## src/verilog/mem_access_pkg.sv

```systemverilog
`default_nettype none

package mem_access_pkg;

	// bus widths
	localparam int AXI_ADDR_W = 32;
	localparam int AXI_DATA_W = 32;
	localparam int AXI_STRB_W = AXI_DATA_W / 8;

	// axi response codes
	localparam logic [1:0] RESP_OKAY   = 2'b00;
	localparam logic [1:0] RESP_SLVERR = 2'b10;
	localparam logic [1:0] RESP_DECERR = 2'b11;

	// controller state encoding
	localparam int         ST_W          = 3;
	localparam logic [2:0] ST_IDLE       = 3'd0;
	localparam logic [2:0] ST_READ_ADDR  = 3'd1;
	localparam logic [2:0] ST_READ_DATA  = 3'd2;
	localparam logic [2:0] ST_WRITE      = 3'd3;
	localparam logic [2:0] ST_WRITE_RESP = 3'd4;

	typedef enum logic [3:0] {
		OP_NONE = 4'd0,
		OP_LB   = 4'd1,
		OP_LBU  = 4'd2,
		OP_LH   = 4'd3,
		OP_LHU  = 4'd4,
		OP_LW   = 4'd5,
		OP_SB   = 4'd6,
		OP_SH   = 4'd7,
		OP_SW   = 4'd8
	} mem_op_t;

	// one bus word, lane view by byte or by halfword
	typedef union packed {
		logic [AXI_STRB_W-1:0][7:0]       bytes;
		logic [AXI_DATA_W/16-1:0][15:0]   halves;
	} mem_word_u;

endpackage

`default_nettype wire

```

## src/verilog/mem_access_ctrl.sv

```systemverilog
`timescale 1ns/1ps
`default_nettype none

module mem_access_ctrl (
	input  wire                                       axi_aclk_i,
	input  wire                                       axi_aresetn_i,

	input  wire                                       req_start_i,
	input  wire mem_access_pkg::mem_op_t              req_op_i,
	input  wire [mem_access_pkg::AXI_ADDR_W-1:0]      req_addr_i,
	input  wire [mem_access_pkg::AXI_DATA_W-1:0]      req_wdata_i,

	output logic [mem_access_pkg::AXI_ADDR_W-1:0]     axi_araddr_o,
	output logic                                      axi_arvalid_o,
	input  wire                                       axi_arready_i,
	input  wire                                       axi_rvalid_i,
	input  wire [1:0]                                 axi_rresp_i,
	output logic                                      axi_rready_o,

	output logic [mem_access_pkg::AXI_ADDR_W-1:0]     axi_awaddr_o,
	output logic                                      axi_awvalid_o,
	input  wire                                       axi_awready_i,
	output logic                                      axi_wvalid_o,
	input  wire                                       axi_wready_i,
	input  wire                                       axi_bvalid_i,
	input  wire [1:0]                                 axi_bresp_i,
	output logic                                      axi_bready_o,

	output mem_access_pkg::mem_op_t                   op_o,
	output logic [1:0]                                offset_o,
	output logic [mem_access_pkg::AXI_DATA_W-1:0]     store_data_o,
	output logic                                      capture_o,
	output logic                                      busy_o,
	output logic                                      store_done_o,
	output logic                                      err_o
);
	import mem_access_pkg::*;

	logic [ST_W-1:0]       state_r;
	logic [ST_W-1:0]       state_nxt;
	mem_op_t               op_r;
	logic [AXI_ADDR_W-1:0] addr_r;
	logic [AXI_DATA_W-1:0] data_r;
	logic                  aw_done_r;
	logic                  w_done_r;
	logic                  store_done_r;
	logic                  err_r;

	logic accept;
	logic is_load;
	logic aligned;
	logic ar_hs;
	logic r_hs;
	logic aw_hs;
	logic w_hs;
	logic b_hs;
	logic aw_ok;
	logic w_ok;

	function automatic logic resp_err(input logic [1:0] resp);
		logic err;
		case (resp)
			RESP_OKAY:               err = 1'b0;
			RESP_SLVERR, RESP_DECERR: err = 1'b1;
			default:                 err = 1'b1; // exokay has no meaning on axi-lite
		endcase
		return err;
	endfunction

	assign busy_o = (state_r != ST_IDLE);
	assign accept = req_start_i && !busy_o; // strobes while busy are dropped

	// op decode and alignment check
	always_comb begin
		is_load = 1'b0;
		aligned = 1'b0;
		case (req_op_i)
			OP_LB, OP_LBU: begin
				is_load = 1'b1;
				aligned = 1'b1;
			end
			OP_LH, OP_LHU: begin
				is_load = 1'b1;
				aligned = !req_addr_i[0];
			end
			OP_LW: begin
				is_load = 1'b1;
				aligned = (req_addr_i[1:0] == 2'b00);
			end
			OP_SB: aligned = 1'b1;
			OP_SH: aligned = !req_addr_i[0];
			OP_SW: aligned = (req_addr_i[1:0] == 2'b00);
			default: aligned = 1'b0; // unknown op is refused
		endcase
	end

	assign axi_arvalid_o = (state_r == ST_READ_ADDR);
	assign axi_rready_o  = (state_r == ST_READ_DATA);
	assign axi_awvalid_o = (state_r == ST_WRITE) && !aw_done_r;
	assign axi_wvalid_o  = (state_r == ST_WRITE) && !w_done_r;
	assign axi_bready_o  = (state_r == ST_WRITE_RESP);

	assign ar_hs = axi_arvalid_o && axi_arready_i;
	assign r_hs  = axi_rready_o && axi_rvalid_i;
	assign aw_hs = axi_awvalid_o && axi_awready_i;
	assign w_hs  = axi_wvalid_o && axi_wready_i;
	assign b_hs  = axi_bready_o && axi_bvalid_i;

	assign aw_ok = aw_done_r || aw_hs;
	assign w_ok  = w_done_r || w_hs;

	always_comb begin
		state_nxt = state_r;
		case (state_r)
			ST_IDLE: begin
				if (accept && aligned)
					state_nxt = is_load ? ST_READ_ADDR : ST_WRITE;
			end
			ST_READ_ADDR: begin
				if (ar_hs)
					state_nxt = ST_READ_DATA;
			end
			ST_READ_DATA: begin
				if (r_hs)
					state_nxt = ST_IDLE;
			end
			ST_WRITE: begin
				if (aw_ok && w_ok) // both channels done, in any order
					state_nxt = ST_WRITE_RESP;
			end
			ST_WRITE_RESP: begin
				if (b_hs)
					state_nxt = ST_IDLE;
			end
			default: state_nxt = ST_IDLE;
		endcase
	end

	always_ff @(posedge axi_aclk_i) begin
		if (!axi_aresetn_i) begin
			state_r      <= ST_IDLE;
			op_r         <= OP_NONE;
			aw_done_r    <= 1'b0;
			w_done_r     <= 1'b0;
			store_done_r <= 1'b0;
			err_r        <= 1'b0;
		end else begin
			state_r      <= state_nxt;
			store_done_r <= b_hs;
			err_r        <= (accept && !aligned)
			                || (r_hs && resp_err(axi_rresp_i))
			                || (b_hs && resp_err(axi_bresp_i));
			if (accept) begin
				op_r      <= req_op_i;
				aw_done_r <= 1'b0;
				w_done_r  <= 1'b0;
			end else begin
				if (aw_hs)
					aw_done_r <= 1'b1;
				if (w_hs)
					w_done_r <= 1'b1;
			end
		end
	end

	// request payload
	always_ff @(posedge axi_aclk_i) begin
		if (accept) begin
			addr_r <= req_addr_i;
			data_r <= req_wdata_i;
		end
	end

	assign axi_araddr_o = addr_r;
	assign axi_awaddr_o = addr_r;
	assign op_o         = op_r;
	assign offset_o     = addr_r[1:0];
	assign store_data_o = data_r;
	assign capture_o    = r_hs && !resp_err(axi_rresp_i); // no load result on error
	assign store_done_o = store_done_r;
	assign err_o        = err_r;

endmodule

`default_nettype wire

```

## src/verilog/store_lane_align.sv

```systemverilog
`timescale 1ns/1ps
`default_nettype none

module store_lane_align (
	input  wire mem_access_pkg::mem_op_t              op_i,
	input  wire [1:0]                                 offset_i,
	input  wire [mem_access_pkg::AXI_DATA_W-1:0]      store_data_i,

	output logic [mem_access_pkg::AXI_DATA_W-1:0]     axi_wdata_o,
	output logic [mem_access_pkg::AXI_STRB_W-1:0]     axi_wstrb_o
);
	import mem_access_pkg::*;

	mem_word_u src;
	mem_word_u lanes;

	always_comb begin
		src = store_data_i;
		case (op_i)
			OP_SB: begin
				lanes.bytes = {AXI_STRB_W{src.bytes[0]}}; // low byte on every lane
				axi_wstrb_o = 4'b0001 << offset_i;
			end
			OP_SH: begin
				lanes.halves = {(AXI_DATA_W/16){src.halves[0]}};
				axi_wstrb_o  = 4'b0011 << {offset_i[1], 1'b0};
			end
			OP_SW: begin
				lanes       = src;
				axi_wstrb_o = 4'b1111;
			end
			default: begin
				lanes       = src;
				axi_wstrb_o = '0; // loads never write
			end
		endcase
	end

	assign axi_wdata_o = lanes;

endmodule

`default_nettype wire

```

## src/verilog/load_extract.sv

```systemverilog
`timescale 1ns/1ps
`default_nettype none

module load_extract (
	input  wire                                       axi_aclk_i,
	input  wire                                       axi_aresetn_i,
	input  wire                                       capture_i,
	input  wire mem_access_pkg::mem_op_t              op_i,
	input  wire [1:0]                                 offset_i,
	input  wire [mem_access_pkg::AXI_DATA_W-1:0]      axi_rdata_i,

	output logic [mem_access_pkg::AXI_DATA_W-1:0]     load_data_o,
	output logic                                      load_valid_o
);
	import mem_access_pkg::*;

	mem_word_u             word;
	logic [7:0]            sel_byte;
	logic [15:0]           sel_half;
	logic [AXI_DATA_W-1:0] ext;
	logic [AXI_DATA_W-1:0] data_r;
	logic                  valid_r;

	always_comb begin
		word     = axi_rdata_i;
		sel_byte = word.bytes[offset_i];
		sel_half = word.halves[offset_i[1]]; // bit 0 is zero for aligned halfwords
		case (op_i)
			OP_LB:   ext = {{(AXI_DATA_W-8){sel_byte[7]}}, sel_byte};
			OP_LBU:  ext = {{(AXI_DATA_W-8){1'b0}}, sel_byte};
			OP_LH:   ext = {{(AXI_DATA_W-16){sel_half[15]}}, sel_half};
			OP_LHU:  ext = {{(AXI_DATA_W-16){1'b0}}, sel_half};
			OP_LW:   ext = word;
			default: ext = '0;
		endcase
	end

	// result register, holds until the next load
	always_ff @(posedge axi_aclk_i) begin
		if (capture_i)
			data_r <= ext;
	end

	always_ff @(posedge axi_aclk_i) begin
		if (!axi_aresetn_i)
			valid_r <= 1'b0;
		else
			valid_r <= capture_i; // one cycle pulse
	end

	assign load_data_o  = data_r;
	assign load_valid_o = valid_r;

endmodule

`default_nettype wire

```

## src/verilog/mem_axi_master.sv

```systemverilog
`timescale 1ns/1ps
`default_nettype none

module mem_axi_master (
	input  wire                                       axi_aclk_i,
	input  wire                                       axi_aresetn_i,

	// core side
	input  wire                                       req_start_i,
	input  wire mem_access_pkg::mem_op_t              req_op_i,
	input  wire [mem_access_pkg::AXI_ADDR_W-1:0]      req_addr_i,
	input  wire [mem_access_pkg::AXI_DATA_W-1:0]      req_wdata_i,
	output logic                                      busy_o,
	output logic                                      load_valid_o,
	output logic [mem_access_pkg::AXI_DATA_W-1:0]     load_data_o,
	output logic                                      store_done_o,
	output logic                                      err_o,

	// read channels
	output logic [mem_access_pkg::AXI_ADDR_W-1:0]     axi_araddr_o,
	output logic                                      axi_arvalid_o,
	input  wire                                       axi_arready_i,
	input  wire [mem_access_pkg::AXI_DATA_W-1:0]      axi_rdata_i,
	input  wire [1:0]                                 axi_rresp_i,
	input  wire                                       axi_rvalid_i,
	output logic                                      axi_rready_o,

	// write channels
	output logic [mem_access_pkg::AXI_ADDR_W-1:0]     axi_awaddr_o,
	output logic                                      axi_awvalid_o,
	input  wire                                       axi_awready_i,
	output logic [mem_access_pkg::AXI_DATA_W-1:0]     axi_wdata_o,
	output logic [mem_access_pkg::AXI_STRB_W-1:0]     axi_wstrb_o,
	output logic                                      axi_wvalid_o,
	input  wire                                       axi_wready_i,
	input  wire [1:0]                                 axi_bresp_i,
	input  wire                                       axi_bvalid_i,
	output logic                                      axi_bready_o
);
	import mem_access_pkg::*;

	mem_op_t               op_w;
	logic [1:0]            offset_w;
	logic [AXI_DATA_W-1:0] store_data_w;
	logic                  capture_w;

	mem_access_ctrl i_ctrl (
		.axi_aclk_i    (axi_aclk_i),
		.axi_aresetn_i (axi_aresetn_i),
		.req_start_i   (req_start_i),
		.req_op_i      (req_op_i),
		.req_addr_i    (req_addr_i),
		.req_wdata_i   (req_wdata_i),
		.axi_araddr_o  (axi_araddr_o),
		.axi_arvalid_o (axi_arvalid_o),
		.axi_arready_i (axi_arready_i),
		.axi_rvalid_i  (axi_rvalid_i),
		.axi_rresp_i   (axi_rresp_i),
		.axi_rready_o  (axi_rready_o),
		.axi_awaddr_o  (axi_awaddr_o),
		.axi_awvalid_o (axi_awvalid_o),
		.axi_awready_i (axi_awready_i),
		.axi_wvalid_o  (axi_wvalid_o),
		.axi_wready_i  (axi_wready_i),
		.axi_bvalid_i  (axi_bvalid_i),
		.axi_bresp_i   (axi_bresp_i),
		.axi_bready_o  (axi_bready_o),
		.op_o          (op_w),
		.offset_o      (offset_w),
		.store_data_o  (store_data_w),
		.capture_o     (capture_w),
		.busy_o        (busy_o),
		.store_done_o  (store_done_o),
		.err_o         (err_o)
	);

	store_lane_align i_store_align (
		.op_i         (op_w),
		.offset_i     (offset_w),
		.store_data_i (store_data_w),
		.axi_wdata_o  (axi_wdata_o),
		.axi_wstrb_o  (axi_wstrb_o)
	);

	load_extract i_load_extract (
		.axi_aclk_i    (axi_aclk_i),
		.axi_aresetn_i (axi_aresetn_i),
		.capture_i     (capture_w),
		.op_i          (op_w),
		.offset_i      (offset_w),
		.axi_rdata_i   (axi_rdata_i),
		.load_data_o   (load_data_o),
		.load_valid_o  (load_valid_o)
	);

endmodule

`default_nettype wire

```

## config.mk

```make
export PLATFORM = sky130hd
export DESIGN_NAME = mem_axi_master
export DESIGN_NICKNAME = d
export VERILOG_FILES = /design/src/verilog/mem_access_pkg.sv /design/src/verilog/mem_access_ctrl.sv /design/src/verilog/store_lane_align.sv /design/src/verilog/load_extract.sv /design/src/verilog/mem_axi_master.sv
export SDC_FILE = /design/constraint.sdc
export NUM_CORES = 1
export LEC_CHECK = 0
export BUFFER_PORTS_ARGS = -buffer_cell sky130_fd_sc_hd__buf_2
export CAP_MARGIN = 5
export CORE_AREA = 3 3 108 110
export CTS_CLUSTER_DIAMETER = 120
export DETAILED_ROUTE_END_ITERATION = 16
export DIE_AREA = 0 0 111 113
export PLACE_DENSITY = 0.8
export SETUP_SLACK_MARGIN = 0.5
export SLEW_MARGIN = 20
export SYNTH_ARGS = -nofsm -noshare
export SYNTH_HDL_FRONTEND = slang
export SYNTH_SLANG_ARGS = --single-unit
```

## constraint.sdc

```tcl
create_clock -name axi_aclk_i -period 4.57 [get_ports axi_aclk_i]
set_input_delay 0.914 -clock axi_aclk_i [delete_from_list [all_inputs] [get_ports axi_aclk_i]]
set_output_delay 0.914 -clock axi_aclk_i [all_outputs]
set_load 0.02 [all_outputs]
```

==> results by stage <==
Outcome:
- The flow ran to the end, and the final reports show no timing, DRC or antenna violations.

Floorplan:
- The initial standard-cell utilization of the core is 0.456.
- The die area is 0.0125 mm^2.
- The vertical die dimension is 113 um.
- The number of placement rows is 38.
- The overall die width is 111 um.
- In this run the count of I/O pins placed on the die edge is 253.
- The core region area is 0.0108 mm^2.

Clock network:
- TritonCTS built the clock tree.
- Hold repair after CTS inserted 0 buffers.
- CTS built an H-tree with a depth of 3.
- The count of clock tree sinks is 108.
- The number of instances resized during post-cts repair is 0.
- The latest clock arrival within the worst-skew pair is 0.37 ns.
- After clock tree synthesis, the setup repair step added 0 buffers.
- The number of buffers created by CTS is 9.
- CTS placed an instance of sky130_fd_sc_hd__clkbuf_8 at the clock tree root.
- The longest clock path from root to sink contains 2 buffers.
- The clock input transition at the sequential cells of the worst setup and hold paths is 0.10 ns.

Setup path:
- At the worst endpoint, the arrival time is 2.21 ns.
- Across all register-to-register paths, the minimum setup slack is between 2 and 2.5 ns.
- The worst setup path is launched from a flop.
- The critical path is of the reg -> out type.
- STA classifies the critical path endpoint as a primary output.
- The source of the worst register-to-register timing path is i_ctrl.state_r[0].
- The biggest cell delay along the critical path is 0.53 ns.
- The highest net fanout along the worst path is 28.
- In this run the critical register-to-register path is captured at i_ctrl.axi_araddr_o[20].
- Walking the worst path, the cells encountered are nand3b_1 > buf_4 > nor2_2 > mux2_2 > buf_2.
- The master of the slowest instance on the critical path is sky130_fd_sc_hd__dfxtp_1.
- The depth of the worst register-to-register path is 4.
- STA puts the critical path data required time at between 3 and 4 ns.

Route:
- The first routing iteration left roughly 190 violations.
- The total via count in the routed design is roughly 3800.
- In the routed design, unresolved DRC markers number 0.
- The final routed wire length divided by cell count is 17.4 um.
- The number of nets still failing antenna checks after routing is 0.
- After detailed routing, the number of vias per cell comes to 5.14.
- Before antenna repair, the detailed router went through 4 iterations.
- The post-detailed-routing wire length is 12900 um.

Synth:
- The number of synthesized flops with an enable pin is 96.
- The net count of the mapped netlist is 496.
- The cell count after synthesis is around 380.
- The most used flip-flop cell after synthesis is sky130_fd_sc_hd__edfxtp_1.
- Yosys attributes the largest share of cell area to sky130_fd_sc_hd__edfxtp_1 (59%), sky130_fd_sc_hd__buf_4 (6.1%), sky130_fd_sc_hd__mux2_2 (5.3%).
- The sequential-to-total area share from yosys stat is 0.635.
- After synthesis, the netlist uses 45 different library cells.
- The most common cell in the synthesized netlist is sky130_fd_sc_hd__edfxtp_1.
- The share of Yosys cell area claimed by the top area cell type is 0.586.
- The mean instance size in the synthesized netlist is roughly 13 um^2.
- The dominant cell type by area after synthesis is sky130_fd_sc_hd__edfxtp_1.
- The xor and xnor fraction of the mapped netlist area is 0.00178.
- Counting flops and latches in the post-synthesis netlist gives 108.
- The post-synthesis share of cell area spent on full adders, half adders and majority gates is 0.
- The multiplexer area fraction after synthesis is 0.0776.
- The simple-gate portion of the synthesized area is 0.108.
- The summed instance area of the synthesized netlist is 0.00492 mm^2.
- For this run, asynchronously set or reset flops after synthesis account for 0.
- After synthesis, the largest family of logic cells by area is simple AND/OR/NAND/NOR gates.
- The warning count from the yosys run is 0.
- Counting instances in the post-synthesis netlist gives the leading cell types as sky130_fd_sc_hd__edfxtp_1 (96), sky130_fd_sc_hd__nand2_1 (66), sky130_fd_sc_hd__buf_4 (40), sky130_fd_sc_hd__mux2_2 (23), sky130_fd_sc_hd__o21ai_0 (15).
- The post-synthesis compound-gate area fraction was 0.0903.

Timing:
- Static timing analysis puts the maximum clock frequency at 320 MHz.
- In the finished design, the share of the clock period the worst path needs comes to 0.684.
- The relative slew slack is 0.416.
- At the pin with the least slew margin, the transition time is 0.874 ns.
- The total count of hold-check failures in the final report is 0.
- Setup repair after global routing left no endpoint under its margin.
- The count of final max-slew check failures is 0.
- Summed over all failing endpoints, the final setup total negative slack is 0 ns.
- After layout, the minimum clock period comes to 3.12 ns.
- The total setup violations reported at the end of the flow is 0.
- The final worst clock skew is 0.00832 ns.

Cells and area:
- The repair_antennas step left the layout with diodes totalling 0.
- In the final layout, the share of cells above drive strength 1 is 0.501.
- Measured on the finished design, the core utilization comes to 0.576.
- The area growth from synthesis to layout is 26.3%.
- The number of cells in the finished layout apart from fillers is ~740.
- The net count of the finished layout is between 700 and 800.

Place:
- After detailed placement, the design holds a cell count of 725.
- The count of buffers from port buffering is 252.
- The placer congestion estimate is between 0.8 and 0.9.
- The final HPWL from detailed placement is 10100 um.

Global route:
- In the global route stage, overall resource usage came out at 0.204.
- The number of antenna violations at the first check in global routing is 0.
- The total congestion overflow after global routing is 0.
- The via count of the first global-routing pass is 3921.
- The pin count of the biggest net entering global routing is 45.
- The first global-routing pass estimated approximately 20000 um of wire.

Min path:
- Along the worst hold path, the cell count comes to 2.
- The hold path endpoint is i_ctrl.aw_done_r.
- In this run the worst hold path is classified as reg -> reg.
- The origin of the worst min-delay path is i_ctrl.aw_done_r.

Power:
- Across the VDD grid, the largest voltage drop is 0.204 mV.
- Dividing total power by cell area gives a power density of between 300 and 400 mW/mm^2.
- The total chip power is 2.14 mW.
- The analysis attributes to cell leakage a power of between 2 and 3 nW.

Job:
- The total of max-cap violations is 0.
-- cell usage in the layout, fill, tap and decap left out, types with 8 or more instances in the layout --
| master | instances |
|---|---|
| sky130_fd_sc_hd__edfxtp_1 | 96 |
| sky130_fd_sc_hd__a221o_1 | 8 |
| sky130_fd_sc_hd__inv_1 | 11 |
| sky130_fd_sc_hd__o221ai_1 | 9 |
| sky130_fd_sc_hd__mux2i_1 | 10 |
| sky130_fd_sc_hd__mux2_2 | 23 |
| sky130_fd_sc_hd__nand2_1 | 66 |
| sky130_fd_sc_hd__o21ai_0 | 15 |
| sky130_fd_sc_hd__buf_2 | 252 |
| sky130_fd_sc_hd__nor2_1 | 13 |
| sky130_fd_sc_hd__dfxtp_1 | 12 |
| sky130_fd_sc_hd__clkbuf_8 | 9 |
-- worst max-delay path, delay by kind of cell, from the launching register on --
family                 cells  cell delay, ns
AND/OR/NAND/NOR            2            0.52
buffers and inverters      2            0.40
multiplexers               1            0.39
flip-flops                 1            0.53
-- cell type report --
cell class	count	area (um^2)
well taps	140	175
fillers	909	4580
clock inverters	5	60.1
clock buffers	11	131
multi-input cells	208	1380
repair buffers	257	1300
flip-flops and latches	108	3120
inverters	12	45.0
-- flip-flops by register name, indices dropped and copies added (netlist names) --
signal / count
i_ctrl.aw_done_r: 1
i_ctrl.w_done_r: 1
i_ctrl.axi_araddr_o: 32
i_ctrl.store_data_o: 32
i_load_extract.load_valid_o: 1
i_ctrl.state_r: 3
i_ctrl.store_done_o: 1
i_load_extract.load_data_o: 32
i_ctrl.err_o: 1
i_ctrl.op_o: 4
-- report_power, final --
| part | total (mW) | switching (mW) | internal (mW) |
|---|---|---|---|
| combinational | 0.379 | 0.238 | 0.141 |
| sequential | 1.18 | 0.0370 | 1.14 |
| clock | 0.579 | 0.321 | 0.258 |
-- stage by stage --
step / area (um^2) / hold WS, ns / worst slack, ns
after global routing: 6220 / 0.552 / 1.31
after detailed placement: 6010 / 0.501 / 1.86
after CTS: 6210 / 0.524 / 1.46
final: 6220 / 0.520 / 1.45
after global placement: 6010 / 0.474 / 1.92
after floorplan: 4920 / 0.459 / 0.858
-- layer usage --
| metal | global-route usage | vias to the layer above | wire length, um |
|---|---|---|---|
| met5 | 0 | - | 0 |
| met4 | 0.0796 | 0 | 228 |
| met3 | 0.0551 | 22 | 923 |
| met2 | 0.356 | 162 | 6630 |
| met1 | 0.241 | 1831 | 5130 |
| li1 | - | 1791 | - |
-- kinds of logic after synthesis --
family,count (synthesis)
buffers and inverters,68
DFF,108
muxes,34
AOI/OAI and AO/OA,59
and+or+nand+nor,114
xor gates and xnor gates,1
-- worst max-delay path by stage --
stage	startpoint	end	slack [ns]	depth (start not counted)
after detailed placement	req_start_i	i_ctrl.axi_araddr_o[15]	1.86	4
after CTS	i_ctrl.op_o[1]	axi_wdata_o[15]	1.46	5
after floorplan	axi_rvalid_i	i_load_extract.load_data_o[0]	0.86	2
after global routing	i_ctrl.op_o[1]	axi_wdata_o[11]	1.31	5
final	i_ctrl.op_o[1]	axi_wdata_o[8]	1.45	5
after global placement	i_ctrl.op_o[1]	axi_wdata_o[9]	1.92	5
Power figures use the tool's default switching activity.
